[src/source/tdc_ctrl_pkg.sv]
package tdc_ctrl_pkg;

  // command bytes received on the serial line
  localparam logic [7:0] cmd_start = 8'h64;  // 'd'
  localparam logic [7:0] cmd_pause = 8'h73;  // 's'
  localparam logic [7:0] cmd_play  = 8'h70;  // 'p'

  // channel tags leading each result frame
  localparam logic [7:0] tag_ch1 = 8'h41;  // 'A'
  localparam logic [7:0] tag_ch2 = 8'h42;  // 'B'

  // one measurement word from a TDC channel
  typedef struct packed {
    logic [15:0] value;
    logic        valid;  // one-cycle strobe
  } tdc_result_t;

  // controller state seen by the readout
  typedef struct packed {
    logic enabled;  // enable high and boot finished
    logic paused;
  } ctrl_status_t;

endpackage
[src/source/tdc_ctrl_top.sv]
`timescale 1ns/1ps

module tdc_ctrl_top import tdc_ctrl_pkg::*; #(
  parameter int clks_per_bit = 16,
  parameter int boot_cycles  = 40
) (
  input  logic        clk,
  input  logic        rst,
  input  logic        rx,
  input  tdc_result_t f1_result,
  input  tdc_result_t f2_result,
  output logic        tx,
  output logic        f1_tdc_enable,
  output logic        f2_tdc_enable,
  output logic        f1_soft_reset,
  output logic        f2_soft_reset,
  output logic        pause
);

  logic [7:0]   rx_data;
  logic         new_rx_data;  // one-cycle byte strobe
  ctrl_status_t status;
  logic [7:0]   tx_data;
  logic         tx_start;
  logic         tx_busy;

  uart_rx #(
    .clks_per_bit(clks_per_bit)
  ) u_uart_rx (
    .clk        (clk),
    .rst        (rst),
    .rx         (rx),
    .rx_data    (rx_data),
    .new_rx_data(new_rx_data)
  );

  main_control #(
    .boot_cycles(boot_cycles)
  ) u_main_control (
    .clk          (clk),
    .rst          (rst),
    .rx_data      (rx_data),
    .new_rx_data  (new_rx_data),
    .f1_tdc_enable(f1_tdc_enable),
    .f2_tdc_enable(f2_tdc_enable),
    .f1_soft_reset(f1_soft_reset),
    .f2_soft_reset(f2_soft_reset),
    .pause        (pause),
    .status       (status)
  );

  tdc_readout u_tdc_readout (
    .clk      (clk),
    .rst      (rst),
    .status   (status),
    .f1_result(f1_result),
    .f2_result(f2_result),
    .tx_busy  (tx_busy),
    .tx_data  (tx_data),
    .tx_start (tx_start)
  );

  uart_tx #(
    .clks_per_bit(clks_per_bit)
  ) u_uart_tx (
    .clk     (clk),
    .rst     (rst),
    .tx_data (tx_data),
    .tx_start(tx_start),
    .tx      (tx),
    .tx_busy (tx_busy)
  );

endmodule

[src/source/uart_tx.sv]
`timescale 1ns/1ps

module uart_tx #(
  parameter int clks_per_bit = 16
) (
  input  logic       clk,
  input  logic       rst,
  input  logic [7:0] tx_data,
  input  logic       tx_start,
  output logic       tx,
  output logic       tx_busy
);

  localparam int cnt_w = $clog2(clks_per_bit);

  logic [cnt_w-1:0] clk_cnt_q;
  logic [3:0]       bit_cnt_q;  // 0 is the start bit, 9 the stop bit
  logic [8:0]       shift_q;    // data bits, then stop bit
  logic             bit_tick;

  assign bit_tick = (clk_cnt_q == cnt_w'(clks_per_bit - 1));

  always_ff @(posedge clk) begin
    if (rst) begin
      tx        <= 1'b1;  // idle high
      tx_busy   <= 1'b0;
      clk_cnt_q <= '0;
      bit_cnt_q <= '0;
    end else if (!tx_busy) begin
      clk_cnt_q <= '0;
      bit_cnt_q <= '0;
      if (tx_start) begin
        tx      <= 1'b0;  // start bit
        tx_busy <= 1'b1;
      end
    end else if (bit_tick) begin
      clk_cnt_q <= '0;
      if (bit_cnt_q == 4'd9) begin
        tx_busy <= 1'b0;  // stop bit finished
      end else begin
        tx        <= shift_q[0];
        bit_cnt_q <= bit_cnt_q + 1'b1;
      end
    end else begin
      clk_cnt_q <= clk_cnt_q + 1'b1;
    end
  end

  always_ff @(posedge clk) begin
    if (!tx_busy && tx_start) begin
      shift_q <= {1'b1, tx_data};
    end else if (tx_busy && bit_tick) begin
      shift_q <= {1'b1, shift_q[8:1]};  // lsb first
    end
  end

endmodule

[src/source/tdc_readout.sv]
`timescale 1ns/1ps

module tdc_readout import tdc_ctrl_pkg::*; (
  input  logic         clk,
  input  logic         rst,
  input  ctrl_status_t status,
  input  tdc_result_t  f1_result,
  input  tdc_result_t  f2_result,
  input  logic         tx_busy,
  output logic [7:0]   tx_data,
  output logic         tx_start
);

  tdc_result_t result [2];
  logic [15:0] hold_q [2];   // one-entry holding register per channel
  logic [1:0]  pend_q;
  logic [1:0]  renew_q;      // captured again since its frame was latched
  logic [1:0]  take;
  logic [15:0] frame_q;      // word being framed
  logic [1:0]  byte_cnt_q;   // 0 idle, 1 tag out, 2 high byte out
  logic        cur_ch_q;
  logic        next_ch;
  logic        slot;         // transmitter can take a byte
  logic        launch;

  assign result[0] = f1_result;
  assign result[1] = f2_result;
  assign next_ch   = !pend_q[0];  // channel 1 wins
  assign slot      = !tx_busy && !tx_start;
  assign launch    = slot && (byte_cnt_q == 2'd0) && (pend_q != 2'b00);

  always_comb begin
    for (int ch = 0; ch < 2; ch++) begin
      take[ch] = result[ch].valid && status.enabled && !status.paused;
    end
  end

  always_ff @(posedge clk) begin
    if (rst) begin
      pend_q     <= 2'b00;
      renew_q    <= 2'b00;
      byte_cnt_q <= 2'd0;
      cur_ch_q   <= 1'b0;
      tx_start   <= 1'b0;
    end else begin
      tx_start <= 1'b0;
      if (launch) begin
        cur_ch_q         <= next_ch;
        renew_q[next_ch] <= 1'b0;
        byte_cnt_q       <= 2'd1;
        tx_start         <= 1'b1;
      end else if (slot && byte_cnt_q != 2'd0) begin
        tx_start   <= 1'b1;
        byte_cnt_q <= (byte_cnt_q == 2'd2) ? 2'd0 : 2'd2;
        if (byte_cnt_q == 2'd2 && !renew_q[cur_ch_q]) begin
          pend_q[cur_ch_q] <= 1'b0;  // last byte, nothing newer waiting
        end
      end
      for (int ch = 0; ch < 2; ch++) begin
        if (take[ch]) begin
          pend_q[ch]  <= 1'b1;
          renew_q[ch] <= 1'b1;
        end
      end
    end
  end

  always_ff @(posedge clk) begin
    for (int ch = 0; ch < 2; ch++) begin
      if (take[ch]) begin
        hold_q[ch] <= result[ch].value;  // newer result overwrites
      end
    end
    if (launch) begin
      frame_q <= hold_q[next_ch];
      tx_data <= next_ch ? tag_ch2 : tag_ch1;
    end else if (slot && byte_cnt_q == 2'd1) begin
      tx_data <= frame_q[15:8];
    end else if (slot && byte_cnt_q == 2'd2) begin
      tx_data <= frame_q[7:0];
    end
  end

  assert property (@(posedge clk) disable iff (rst) tx_start |-> !tx_busy)
    else $error("tdc_readout: tx_start while transmitter busy");

endmodule

[src/source/main_control.sv]
`timescale 1ns/1ps

module main_control import tdc_ctrl_pkg::*; #(
  parameter int boot_cycles = 40
) (
  input  logic         clk,
  input  logic         rst,
  input  logic [7:0]   rx_data,
  input  logic         new_rx_data,
  output logic         f1_tdc_enable,
  output logic         f2_tdc_enable,
  output logic         f1_soft_reset,
  output logic         f2_soft_reset,
  output logic         pause,
  output ctrl_status_t status
);

  localparam int cnt_w = $clog2(boot_cycles + 1);

  typedef enum logic [1:0] {idle, enable_low, enable_high, soft_reset} state_t;

  state_t           state_q;
  state_t           state_d;
  logic [cnt_w-1:0] boot_cnt_q;
  logic             enable_q;
  logic             soft_reset_q;
  logic             pause_q;
  logic             booted_q;    // power-up sequence completed
  logic             is_start;
  logic             is_pause;
  logic             is_play;

  assign is_start = new_rx_data && (rx_data == cmd_start);
  assign is_pause = new_rx_data && (rx_data == cmd_pause);
  assign is_play  = new_rx_data && (rx_data == cmd_play);

  assign f1_tdc_enable  = enable_q;  // shared enable
  assign f2_tdc_enable  = enable_q;
  assign f1_soft_reset  = soft_reset_q;
  assign f2_soft_reset  = soft_reset_q;
  assign pause          = pause_q;
  assign status.enabled = enable_q && booted_q;
  assign status.paused  = pause_q;

  always_comb begin
    state_d = state_q;
    case (state_q)
      idle: begin
        if (is_start) begin
          state_d = enable_low;
        end
      end
      enable_low:  state_d = enable_high;
      enable_high: begin
        if (boot_cnt_q == cnt_w'(boot_cycles - 1)) begin
          state_d = soft_reset;  // TDC has had its boot time
        end
      end
      default:     state_d = idle;
    endcase
  end

  always_ff @(posedge clk) begin
    if (rst) begin
      state_q      <= idle;
      boot_cnt_q   <= '0;
      enable_q     <= 1'b0;
      soft_reset_q <= 1'b0;
      pause_q      <= 1'b0;
      booted_q     <= 1'b0;
    end else begin
      state_q      <= state_d;
      soft_reset_q <= (state_d == soft_reset);  // registered pulse, no glitches
      boot_cnt_q   <= (state_q == enable_high) ? boot_cnt_q + 1'b1 : '0;
      if (state_d == enable_low) begin
        enable_q <= 1'b0;
        booted_q <= 1'b0;
      end else if (state_d == enable_high) begin
        enable_q <= 1'b1;
      end
      if (state_q == soft_reset) begin
        booted_q <= 1'b1;
      end
      if (state_q == idle) begin
        if (is_pause) begin
          pause_q <= 1'b1;
        end else if (is_play) begin
          pause_q <= 1'b0;
        end
      end
    end
  end

  assert property (@(posedge clk) disable iff (rst) f1_soft_reset |=> !f1_soft_reset)
    else $error("main_control: soft reset longer than one cycle");

  assert property (@(posedge clk) disable iff (rst) $rose(f1_soft_reset) |-> f1_tdc_enable)
    else $error("main_control: soft reset raised while enable low");

endmodule

[src/source/uart_rx.sv]
`timescale 1ns/1ps

module uart_rx #(
  parameter int clks_per_bit = 16
) (
  input  logic       clk,
  input  logic       rst,
  input  logic       rx,
  output logic [7:0] rx_data,
  output logic       new_rx_data
);

  localparam int cnt_w = $clog2(clks_per_bit);

  typedef enum logic [1:0] {idle, start, data, stop} state_t;

  state_t           state_q;
  logic [1:0]       sync_q;     // two-flop synchronizer
  logic [cnt_w-1:0] clk_cnt_q;
  logic [2:0]       bit_cnt_q;
  logic [7:0]       shift_q;
  logic             rx_s;
  logic             bit_tick;   // middle of the current bit

  assign rx_s     = sync_q[1];
  assign bit_tick = (clk_cnt_q == cnt_w'(clks_per_bit - 1));

  always_ff @(posedge clk) begin
    if (rst) begin
      state_q     <= idle;
      sync_q      <= 2'b11;  // line idles high
      clk_cnt_q   <= '0;
      bit_cnt_q   <= '0;
      new_rx_data <= 1'b0;
    end else begin
      sync_q      <= {sync_q[0], rx};
      new_rx_data <= 1'b0;
      case (state_q)
        idle: begin
          clk_cnt_q <= '0;
          if (!rx_s) begin
            state_q <= start;
          end
        end
        start: begin
          if (clk_cnt_q == cnt_w'(clks_per_bit / 2 - 1)) begin
            clk_cnt_q <= '0;
            bit_cnt_q <= '0;
            state_q   <= rx_s ? idle : data;  // high again means a glitch
          end else begin
            clk_cnt_q <= clk_cnt_q + 1'b1;
          end
        end
        data: begin
          if (bit_tick) begin
            clk_cnt_q <= '0;
            bit_cnt_q <= bit_cnt_q + 1'b1;
            if (bit_cnt_q == 3'd7) begin
              state_q <= stop;
            end
          end else begin
            clk_cnt_q <= clk_cnt_q + 1'b1;
          end
        end
        default: begin
          if (bit_tick) begin
            clk_cnt_q   <= '0;
            state_q     <= idle;
            new_rx_data <= rx_s;  // low stop bit is a framing error
          end else begin
            clk_cnt_q <= clk_cnt_q + 1'b1;
          end
        end
      endcase
    end
  end

  always_ff @(posedge clk) begin
    if (state_q == data && bit_tick) begin
      shift_q <= {rx_s, shift_q[7:1]};  // lsb arrives first
    end
    if (state_q == stop && bit_tick && rx_s) begin
      rx_data <= shift_q;
    end
  end

  assert property (@(posedge clk) disable iff (rst) new_rx_data |=> !new_rx_data)
    else $error("uart_rx: new_rx_data high for two cycles");

endmodule

[config.mk]
export PLATFORM = sky130hd
export DESIGN_NAME = tdc_ctrl_top
export DESIGN_NICKNAME = d
export VERILOG_FILES = /design/src/source/tdc_ctrl_pkg.sv /design/src/source/tdc_ctrl_top.sv /design/src/source/uart_tx.sv /design/src/source/tdc_readout.sv /design/src/source/main_control.sv /design/src/source/uart_rx.sv
export SDC_FILE = /design/constraint.sdc
export NUM_CORES = 1
export LEC_CHECK = 0
export BUFFER_PORTS_ARGS = -buffer_cell sky130_fd_sc_hd__clkbuf_2
export CAP_MARGIN = 20
export CELL_PAD_IN_SITES_DETAIL_PLACEMENT = 1
export CELL_PAD_IN_SITES_GLOBAL_PLACEMENT = 1
export CORE_MARGIN = 2
export CORE_UTILIZATION = 32
export DETAILED_ROUTE_END_ITERATION = 10
export PLACE_DENSITY = 0.56
export SKIP_LAST_GASP = 1
export SYNTH_ARGS = -nofsm -noshare
export SYNTH_HDL_FRONTEND = slang
export SYNTH_SLANG_ARGS = --single-unit
export TNS_END_PERCENT = 50
[constraint.sdc]
create_clock -name clk -period 4.1 [get_ports clk]
set_input_delay 0.205 -clock clk [delete_from_list [all_inputs] [get_ports clk]]
set_output_delay 0.205 -clock clk [all_outputs]
set_load 0.02 [all_outputs]
# After elaboration in Yosys (flattened, before gate mapping)
# Memory sizes are Yosys's and may differ from the RTL's. A register that Yosys moved wholly into a read port is not among the register bits.
# Index checks and enable logic that the tools add are counted.
[totals]
reg_bits = 74
output_inout_bits = 6
wordCells = 189
mem_bits_rw = 32
mem_count = 1
[classes]
mux = 57
n_lt_le_gt_ge = 4
eq_ne = 28
n_reduce_logical = 59
n_bitwise = 8
addsub = 5
[mem_list]
columns = ["memory", "words", "width", "rd", "rd_clocked_by_memory_dff", "wr", "line_no", "rtl"]
rows = [
  ["u_tdc_readout.hold_q", 2, 16, 1, 1, 2, "tdc_readout.sv:15", "logic [15:0] hold_q [2];"],
]
[ops]
columns = ["cell", "n"]
rows = [
  ["8-bit 2-to-1 mux", 5],
  ["1-bit 2-to-1 mux", 28],
  ["2-bit 2-to-1 mux", 14],
  ["2-bit nonzero test", 14],
  ["8-bit by 7-bit == test with 1-bit output (second input constant)", 3],
  ["1-bit logical AND", 22],
  ["2-bit == test (second input constant)", 7],
  ["4-bit by 1-bit adder with 4-bit output (second input constant)", 3],
  ["4-bit == test (second input constant)", 3],
  ["2-bit one-hot mux with 3 select lines", 2],
  ["3-bit AND reduction", 4],
  ["2-bit by 1-bit inequality test with 1-bit output (second input constant)", 5],
  ["2-bit by 1-bit == test with 1-bit output (second input constant)", 4],
  ["4-bit 2-to-1 mux", 2],
  ["4-bit one-hot mux with 2 select lines", 1],
  ["2-bit OR reduction", 4],
  ["6-bit by 1-bit adder with 6-bit output (second input constant)", 1],
  ["6-bit == test (second input constant)", 1],
  ["2-bit logical NOT", 3],
  ["3-bit 2-to-1 mux", 2],
  ["2-bit inequality test (second input constant)", 3],
  ["3-bit one-hot mux with 2 select lines", 1],
  ["3-bit nonzero test", 2],
  ["1-bit logical NOT", 5],
  ["other kinds (13)", 22],
]

# Depth between registers and ports, before layout
# Gate-level depths: netlist (run 1).
[logic_depth]
ltp_word = 10
mapped_depth = 6

# Hierarchy
# A second synthesis (run 1) with hierarchy kept.
[unflattened]
cells_unflattened = 361
area_unflattened_um2 = 4847.1
[by_module_without_submodules]
columns = ["mod", "cells_per_inst", "instances", "area_each_um2"]
rows = [
  ["tdc_readout", 136, 1, 2392.3],
  ["uart_rx", 82, 1, 1091.0],
  ["uart_tx", 84, 1, 807.0],
  ["main_control", 59, 1, 556.8],
]

# Worst setup path after synthesis (run 1)
# Ideal clock, no wire load.
[synth_timing]
kind = "reg2reg"
start = "register u_uart_tx.tx_busy"
end = "register u_tdc_readout.tx_data[0], enable pin"
period_less_slack_ns = 1.865
setup_time_ns = 0.386
stages_incl_launch_ff = 5
slack_ns = 2.235
t_arrival_ns = 1.479
cell_sequence = "dfxtp_1 buf_6 or2_1 buf_6 a211oi_1"
[synth_via]
elab_chain_len = 5
[synth_lines]
columns = ["item", "line_no", "rtl"]
rows = [
  ["from (decl)", "uart_tx.sv:11", "output logic tx_busy"],
  ["from (signal assigned)", "uart_tx.sv:26", "tx_busy <= 1'b0;"],
  ["from (signal assigned)", "uart_tx.sv:34", "tx_busy <= 1'b1;"],
  ["from (signal assigned)", "uart_tx.sv:39", "tx_busy <= 1'b0;"],
  ["1-bit logical NOT *", "--", ""],
  ["1-bit logical AND *", "tdc_readout.sv:29", "assign slot = !tx_busy && !tx_start;"],
  ["1-bit logical AND (2 in series)", "tdc_readout.sv:30", "assign launch = slot && (byte_cnt_q == 2'd0) && (pend_q != 2'b00);"],
  ["3-bit nonzero test (no source line) *", "--", ""],
  ["to (signal assigned)", "tdc_readout.sv:76", "tx_data <= next_ch ? tag_ch2 : tag_ch1;"],
  ["to (signal assigned)", "tdc_readout.sv:78", "tx_data <= frame_q[15:8];"],
  ["to (signal assigned)", "tdc_readout.sv:80", "tx_data <= frame_q[7:0];"],
  ["to (decl)", "tdc_readout.sv:10", "output logic [7:0] tx_data,"],
]
# Every way passes the cells marked *; elsewhere a longest branch is shown, timed or not.
# A chain may end at the register's enable or synchronous reset.

# Worst setup path after layout (run 1)
[layout_timing]
start = "register u_uart_tx.tx_busy"
end = "register u_tdc_readout.tx_data[5] (data pin)"
[layout_via]
elab_chain_len = 5
[layout_lines]
columns = ["item", "line_no", "rtl"]
rows = [
  ["1-bit logical NOT", "--", ""],
  ["1-bit logical AND", "tdc_readout.sv:29", ""],
  ["1-bit logical AND (2 in series)", "tdc_readout.sv:30", ""],
  ["named net u_tdc_readout.launch", "tdc_readout.sv:24", "logic launch;"],
  ["8-bit 2-to-1 mux", "tdc_readout.sv:74", "if (launch) begin"],
]
# The timed path passes the listed nets, and every way through them passes these cells.

==> flow_summary_export.csv, run 1 <==
group,metric,value,unit
clock_tree,root_buffer,"clkbuf_16",
detailed_routing,num_vias,2985,
clock_tree,worstSkewPairLatency,0.41,ns
detailed_routing,wire_per_inst,14.33,um
detailed_routing,drt_iter0_drc,123,
placement,dpl.cell_count,573,
global_route,grt_pass1_vias,3167,
finish,n_fill_cell,1517,
synth,syn-num-nets,410,
timing,worst_hold_slack,0.1247,ns
finish,area_growth_syn_to_layout,27.34,%
power,power.internal,2.321,mW
detailed_routing,drtAntennaViolNets,0,
global_route,grt_max_degree,28,
power,p_comb_share,3.9,%
critical_path,worstPathCellList,"nor2_1 > nand3b_1 > inv_1 > a21oi_1",
finish,diodes,0,
critical_path,critPathSlowestCell,"inv_1",
synth,synth.distinct_cells,53,
detailed_routing,wl,9155,um
die,io_pins,43,
placement,io_buffers,42,
finish,seq_area,3243,um2
clock_tree,cts_resized,0,
timing,tightest_slew,0.7726,ns
timing,finalCritPeriodShare,53.09,%
clock_tree,clock_sinks,122,
finish,final_layout_size_suffix_gt1_share,23.08,%
critical_path,cp_data_arrival_time,2.29,ns
synth,syn_inst,359,
clock_tree,holdBufCountCts,33,
clock_tree,cts_tree,"yes",
synth,yosys_warnings,0,
global_route,grt_pass1_wl,15520,um
critical_path,r2r-start,"u_uart_tx.tx_busy",
finish,mostFrequentLayoutCell,"edfxtp_1",
critical_path,max_stage_delay,0.65,ns
synth,synthFlopType,"edfxtp_1",
die,die-height,126.4,um
die,core_area,14590,um2
critical_path,worstPathRequired,4.21,ns
critical_path,r2r_slack,1.92,ns
finish,stdcell_count,639,
power,leakage,2.217,nW
placement,gp_congestion,0.7542,
hold_path,hp-start,"f2_result[0]",
critical_path,endpoint_kind,"register",
timing,skew,0.005171,ns
critical_path,worstSetupPathType,"reg2reg",
die,die-area,15980,um2
finish,multi_input_comb_area,1428,um2
power,p_sw,0.6023,mW
hold_path,whs_path_depth,3,
timing,finalSetupTns,0,ns
power,swShare,20.60,%
critical_path,r2r_cells,4,
global_route,grt_use_total,12.50,%
status,run_status,"finished clean",
clock_tree,cts_made_buffers,17,
timing,fmax,459.4,MHz
timing,hold_viol,0,
clock_tree,cts.clk_slew.worst_paths,0.05,ns
detailed_routing,drt-pass1-iter-count,4,
job,maxCapViolCount,0,
synth,synth_seq_area_share,67.62,%
synth,syn_avg_cell_area,13.36,um2
clock_tree,clockBufferDepth,2,
die,row_count,44,
power,p_clk_share,51.2,%
die,start_util,32.87,%
clock_tree,post_cts_buffers,0,
timing,min_period,2.177,ns
placement,hpwl,5935,um
critical_path,cp_max_fo,22,
timing,slew_headroom,48.49,%
global_route,grt_remaining_overflow,0,
finish,final_cell_mix,"edfxtp_1, clkbuf_2, dfxtp_1",
global_route,antenna_found_initial,0,
hold_path,holdPathEnd,"u_tdc_readout.renew_q[1]",
timing,setup_viol,0,
synth,ys_seq_elements,122,
die,fp.dieW,126.4,um
finish,final_nets,493,
synth,synth_edf_count,80,
placement,pre_cts_ws,1.973,ns
critical_path,startpoint_type,"register",
timing,drv_slew,0,
power,seq_power_share,44.9,%
synth,async_flop_share,0,%
synth,syn_area,4796,um2
timing,rsz0062_at_grt,"false",
clock_tree,h-tree-depth,4,
power,ir_drop,281.9,uV
timing,setup_ws,1.923,ns
detailed_routing,routed_via_density,4.671,
critical_path,r2r-end,"u_tdc_readout.tx_data[5]",
power,power_density,478.7,nW/um2
detailed_routing,drc,0,
hold_path,hold_class,"in2reg",
## worst max-delay path: cells and delay by family, from the launching register on
kind / cells / cell delay [ns]
compound gates: 1 / 0.13
buf+inv: 1 / 0.65
flops: 1 / 0.38
simple gates: 2 / 0.73
## worst max-delay path by stage
stage	from	slack, ns	depth (start not counted)	to
floorplan	u_uart_tx.tx_busy	2.24	4	u_tdc_readout.tx_data[0]
global placement	u_uart_tx.tx_busy	2.07	3	u_tdc_readout.frame_q[7]
detailed placement	u_uart_tx.tx_busy	1.97	4	u_tdc_readout.tx_data[4]
CTS	u_uart_tx.tx_busy	1.91	4	u_tdc_readout.tx_data[5]
global route	u_uart_tx.tx_busy	1.61	4	u_tdc_readout.tx_data[4]
finish	u_uart_tx.tx_busy	1.92	4	u_tdc_readout.tx_data[5]
## state kept, by name (all words and copies together) (netlist names), 2 cells and up
name	flops
u_uart_tx.clk_cnt_q	4
u_tdc_readout.renew_q	2
u_uart_rx.sync_q	2
u_tdc_readout.hold_q	32
u_tdc_readout.tx_data	8
u_tdc_readout.frame_q	16
u_tdc_readout.byte_cnt_q	2
u_main_control.boot_cnt_q	6
u_uart_rx.shift_q	8
u_tdc_readout.pend_q	2
u_uart_rx.rx_data	8
u_uart_rx.bit_cnt_q	3
u_uart_tx.shift_q	8
u_uart_rx.clk_cnt_q	4
u_main_control.state_q	2
u_uart_tx.bit_cnt_q	4
u_uart_rx.state_q	2
## final cells by class
cell class              count  share of cell area (%)
flip-flops and latches    122                   53.10
multi-input cells         210                   23.38
repair buffers             77                   9.056
clock buffers              17                   6.966
well taps                 184                   3.770
clock inverters            15                   2.868
inverters                  14                  0.8605
## per-stage QoR
stage          power (mW)  cell area (um2)  util, %
6_report            2.923             6107    41.86
4_1_cts             2.960             6102    41.83
3_3_place_gp        1.426             5171    35.45
5_1_grt             3.023             6107    41.86
3_5_place_dp        1.431             5171    35.45
2_1_floorplan       1.395             4796        -
## metal layers
layer  vias up  part of all wire [%]  global-route usage [%]  wire (um)
li1       1473                     -                       -          -
met4         0                   1.7                   5.430        156
met5         -                     0                       0          0
met2        45                    49                   20.45       4470
met3        12                   3.5                   4.429        323
met1      1455                    46                   14.91       4204
## synth_stat cells, types with 2 or more instances
library cell   n  area (um2)
buf_4          2       15.01
a211oi_1       2       15.01
nor2_1        27       101.4
ha_1          14       175.2
dfxtp_1       42       840.8
or3_1          2       12.51
inv_1         13       48.80
or2_2          3       18.77
nand3b_1       3       22.52
nand2_1       33       123.9
xor2_1         4       35.03
xnor2_1        6       52.55
a311oi_1       2       17.52
nand4_1        4       25.02
nor2b_1        5       31.28
clkbuf_1       7       26.28
nand3_1        9       45.04
o21ai_0        9       45.04
nand2b_1       5       31.28
a21oi_1       17       85.08
buf_6          2       22.52
a31oi_1        2       12.51
nor3_1         5       25.02
and3_1         7       43.79
o32a_1         2       20.02
edfxtp_1      80        2402
mux2_2        24       270.3
and2_1         3       18.77
## kinds of logic (layout without fill, tap and decap cells)
family          after synthesis  after routing  synth area share (%)
buf+inv                      27            123                 2.609
mux                          25             25                 5.844
fa+ha+maj                    14             14                 3.653
simple gates                116            116                 12.39
compound gates               45             45                 6.053
flops                       122            122                 67.62
xor+xnor                     10             10                 1.826
## power by group through the flow
| stage | Combinational (mW) | Clock (mW) | Sequential (mW) |
|---|---|---|---|
| 5_1_grt | 0.127 | 1.58 | 1.31 |
| 4_1_cts | 0.115 | 1.53 | 1.31 |
| 3_3_place_gp | 0.0869 | 0 | 1.34 |
| 6_report | 0.114 | 1.50 | 1.31 |
| 3_5_place_dp | 0.0915 | 0 | 1.34 |
| 2_1_floorplan | 0.0566 | 0 | 1.34 |
No activity file was read; power rests on OpenSTA's default activity.
==> run 2: changes to the inputs <==
--- a/config.mk
+++ b/config.mk
@@ -5,6 +5,7 @@
 export SDC_FILE = /design/constraint.sdc
 export NUM_CORES = 1
 export LEC_CHECK = 0
+export ABC_AREA = 1
 export BUFFER_PORTS_ARGS = -buffer_cell sky130_fd_sc_hd__clkbuf_2
 export CAP_MARGIN = 20
 export CELL_PAD_IN_SITES_DETAIL_PLACEMENT = 1
@@ -12,7 +13,7 @@
 export CORE_MARGIN = 2
 export CORE_UTILIZATION = 32
 export DETAILED_ROUTE_END_ITERATION = 10
-export PLACE_DENSITY = 0.56
+export PLACE_DENSITY = 0.6
 export SKIP_LAST_GASP = 1
 export SYNTH_ARGS = -nofsm -noshare
 export SYNTH_HDL_FRONTEND = slang
==> constraint.sdc (replaced) <==
create_clock -name clk -period 1.9 [get_ports clk]
set_input_delay 0.095 -clock clk [delete_from_list [all_inputs] [get_ports clk]]
set_output_delay 0.095 -clock clk [all_outputs]
set_load 0.02 [all_outputs]
==> run 2 against run 1 <==
Via count rose by 9.1%. Highest routed layer unchanged. Final cell count rose by 14%. Largest cell class unchanged. Die area fell by 1.5%. Register-to-register slack got worse by 1.7 ns. Maximum frequency rose by 33%. Sequential power rose by 120%. Non-clock buffer count rose by 9. Worst setup slack got worse by 1.7 ns.
==> flow_summary_export.csv, run 2 <==
group,metric,value,unit
critical_path,max_stage_delay,0.36,ns
timing,worst_hold_slack,0.04938,ns
critical_path,cpMostUsedCell,"nor2_1",
critical_path,worstSetupPathType,"reg2reg",
critical_path,cp_max_fo,8,
synth,yosysMostFrequentCell,"nand2_1",
finish,stdcell_count,730,
synth,synth_common_cells,"nand2_1, edfxtp_1, dfxtp_1, inv_1, nor2_1",
detailed_routing,wire_per_inst,13.46,um
power,power_density,1014,nW/um2
die,row_count,44,
finish,mostFrequentLayoutCell,"nand2_1",
die,start_util,32.60,%
global_route,antenna_found_initial,0,
placement,dpl.cell_count,664,
hold_path,hold_class,"in2reg",
critical_path,r2r-end,"u_tdc_readout.tx_data[7]",
synth,synthFlopType,"edfxtp_1",
detailed_routing,routed_via_density,4.463,
timing,hold_viol,0,
synth,yosys_warnings,0,
global_route,grt_pass1_vias,3465,
job,maxCapViolCount,0,
die,die-height,125.4,um
synth,syn_avg_cell_area,10.78,um2
finish,top_regs,"u_tdc_readout.hold_q: 32 flops, u_tdc_readout.frame_q: 16 flops",
synth,yosysTopAreaCell,"edfxtp_1",
clock_tree,worstSkewPairLatency,0.42,ns
synth,syn-num-nets,489,
timing,finalSetupTns,0,ns
detailed_routing,drtAntennaViolNets,0,
critical_path,endpoint_kind,"register",
timing,skew,0.01451,ns
timing,slew_headroom,69.48,%
critical_path,crit_start,"u_uart_tx.tx_busy",
power,p_comb_share,4.2,%
clock_tree,cts.clk_slew.worst_paths,0.06,ns
clock_tree,clock_sinks,122,
timing,finalCritPeriodShare,85.88,%
critical_path,critPathSlowestCell,"a21oi_2",
global_route,grt_remaining_overflow,0,
global_route,grt_max_degree,21,
power,power.internal,4.772,mW
detailed_routing,num_vias,3258,
power,ir_drop,1010,uV
placement,hpwl,6487,um
global_route,grt_use_total,13.59,%
critical_path,startpoint_type,"register",
finish,diodes,0,
placement,gp_congestion,0.7041,
die,io_pins,43,
critical_path,r2r_cells,5,
detailed_routing,wl,9826,um
global_route,grt_pass1_wl,16560,um
status,run_status,"finished clean",
detailed_routing,drc,0,
synth,synth_top_area_share,50.90,%
finish,final_cell_mix,"nand2_1, edfxtp_1",
synth,synth.distinct_cells,28,
die,core_area,14480,um2
clock_tree,cts_tree,"yes",
power,p_clk_share,49.7,%
synth,synth.top_cells.by_area,"edfxtp_1, dfxtp_1, nand2_1",
clock_tree,clockBufferDepth,2,
critical_path,cp_data_arrival_time,1.70,ns
power,p_sw,1.410,mW
critical_path,r2r_slack,0.27,ns
finish,n_fill_cell,1571,
power,total_power,6.182,mW
clock_tree,h-tree-depth,4,
detailed_routing,drt-pass1-iter-count,4,
timing,rsz0062_at_grt,"false",
power,seq_power_share,46.0,%
synth,synth_seq_area_share,68.72,%
clock_tree,cts_made_buffers,17,
power,swShare,22.81,%
critical_path,worstPathRequired,1.97,ns
finish,regMostFlops,"u_tdc_readout.hold_q",
timing,setup_viol,0,
die,fp.dieW,125.4,um
timing,min_period,1.632,ns
clock_tree,root_buffer,"clkbuf_16",
finish,largest_reg_flops,32,
die,die-area,15740,um2
synth,syn_area,4720,um2
critical_path,crit_end,"u_tdc_readout.tx_data[7]",
critical_path,worstPathCellList,"nor2_1 > inv_1 > nor2_1 > nor2_1 > a21oi_2",
synth,async_flop_share,0,%
clock_tree,post_cts_buffers,0,
timing,drv_slew,0,
power,leakage,2.392,nW
critical_path,r2r-start,"u_uart_tx.tx_busy",
finish,final_layout_size_suffix_gt1_share,17.03,%
finish,final_nets,584,
placement,io_buffers,42,
detailed_routing,drt_iter0_drc,96,
synth,ys_seq_elements,122,
synth,syn_inst,438,
timing,tightest_slew,0.4561,ns
finish,area_growth_syn_to_layout,29.24,%
timing,fmax,612.9,MHz
synth,synth_edf_count,80,
-- run 2: cell count changes after synthesis, sizes merged, moves of 7 or more --
cell	delta
and3	-7
nand2	+86
nor2	+16
inv	+29
o21ai	+12
mux2	-24
-- run 2: how the worst min path moves through the flow --
| stage | slack [ns] | startpoint | to | cells after the start |
|---|---|---|---|---|
| 2_1_floorplan | 0.19 | f1_result[1] | u_tdc_readout.hold_q[0][0] | 0 |
| 3_3_place_gp | 0.27 | f2_result[1] | u_tdc_readout.hold_q[1][0] | 1 |
| 3_5_place_dp | 0.27 | f1_result[4] | u_tdc_readout.hold_q[0][3] | 1 |
| 4_1_cts | 0.04 | f2_result[0] | u_tdc_readout.renew_q[1] | 3 |
| 5_1_grt | 0.05 | f1_result[0] | u_tdc_readout.renew_q[0] | 3 |
| 6_report | 0.05 | f1_result[0] | u_tdc_readout.renew_q[0] | 3 |
-- run 2: worst max-delay path: cells and delay by family, from the launching register on --
family / cells / cell delay, ns
AOI/OAI and AO/OA: 1 / 0.36
buffers and inverters: 1 / 0.13
DFF: 1 / 0.32
and+or+nand+nor: 3 / 0.48
-- run 2: area by class of cell --
type | count | area, um2 | share of cell area (%)
Clock buffer | 17 | 425.4 | 6.974
Timing Repair Buffer | 86 | 625.6 | 10.26
Multi-Input combinational cell | 262 | 1266 | 20.76
Clock inverter | 15 | 142.6 | 2.338
Tap cell | 184 | 230.2 | 3.774
Sequential cell | 122 | 3243 | 53.17
Inverter | 44 | 166.4 | 2.728
-- run 2: what timing repair did --
item,4_1_cts,5_1_grt
gates resized for setup,0,0
hold buffers,34,0
hold endpoints to repair,36,0
-- run 2: layer usage --
metal / GRT usage, % / routed length (um) / share of wire [%] / vias up
met4: 7.255 / 188 / 1.9 / 0
met3: 3.851 / 285 / 2.9 / 16
met5: 0 / 0 / 0 / -
met1: 15.47 / 4449 / 45 / 1537
li1: - / - / - / 1656
met2: 23.12 / 4902 / 50 / 49
-- run 2: per-stage QoR --
step / instance area [um2] / setup slack, ns / util (%)
2_1_floorplan: 4723 / 0.1127 / -
3_3_place_gp: 5191 / 0.3767 / 35.85
3_5_place_dp: 5191 / 0.2632 / 35.85
4_1_cts: 6100 / 0.2505 / 42.13
5_1_grt: 6100 / 0.1056 / 42.13
6_report: 6100 / 0.2683 / 42.13
-- run 2: cell families after synthesis --
family	after synthesis	synth area share, %
simple gates	197	17.18
flops	122	68.72
buf+inv	54	4.533
compound gates	49	5.488
fa+ha+maj	14	3.712
xor+xnor	2	0.3712
-- run 2: power groups by stage --
| stage | combinational (mW) | sequential (mW) | clock (mW) |
|---|---|---|---|
| 2_1_floorplan | 0.133 | 2.90 | 0 |
| 3_3_place_gp | 0.198 | 2.90 | 0 |
| 3_5_place_dp | 0.208 | 2.90 | 0 |
| 4_1_cts | 0.264 | 2.85 | 3.16 |
| 5_1_grt | 0.300 | 2.85 | 3.28 |
| 6_report | 0.262 | 2.85 | 3.08 |
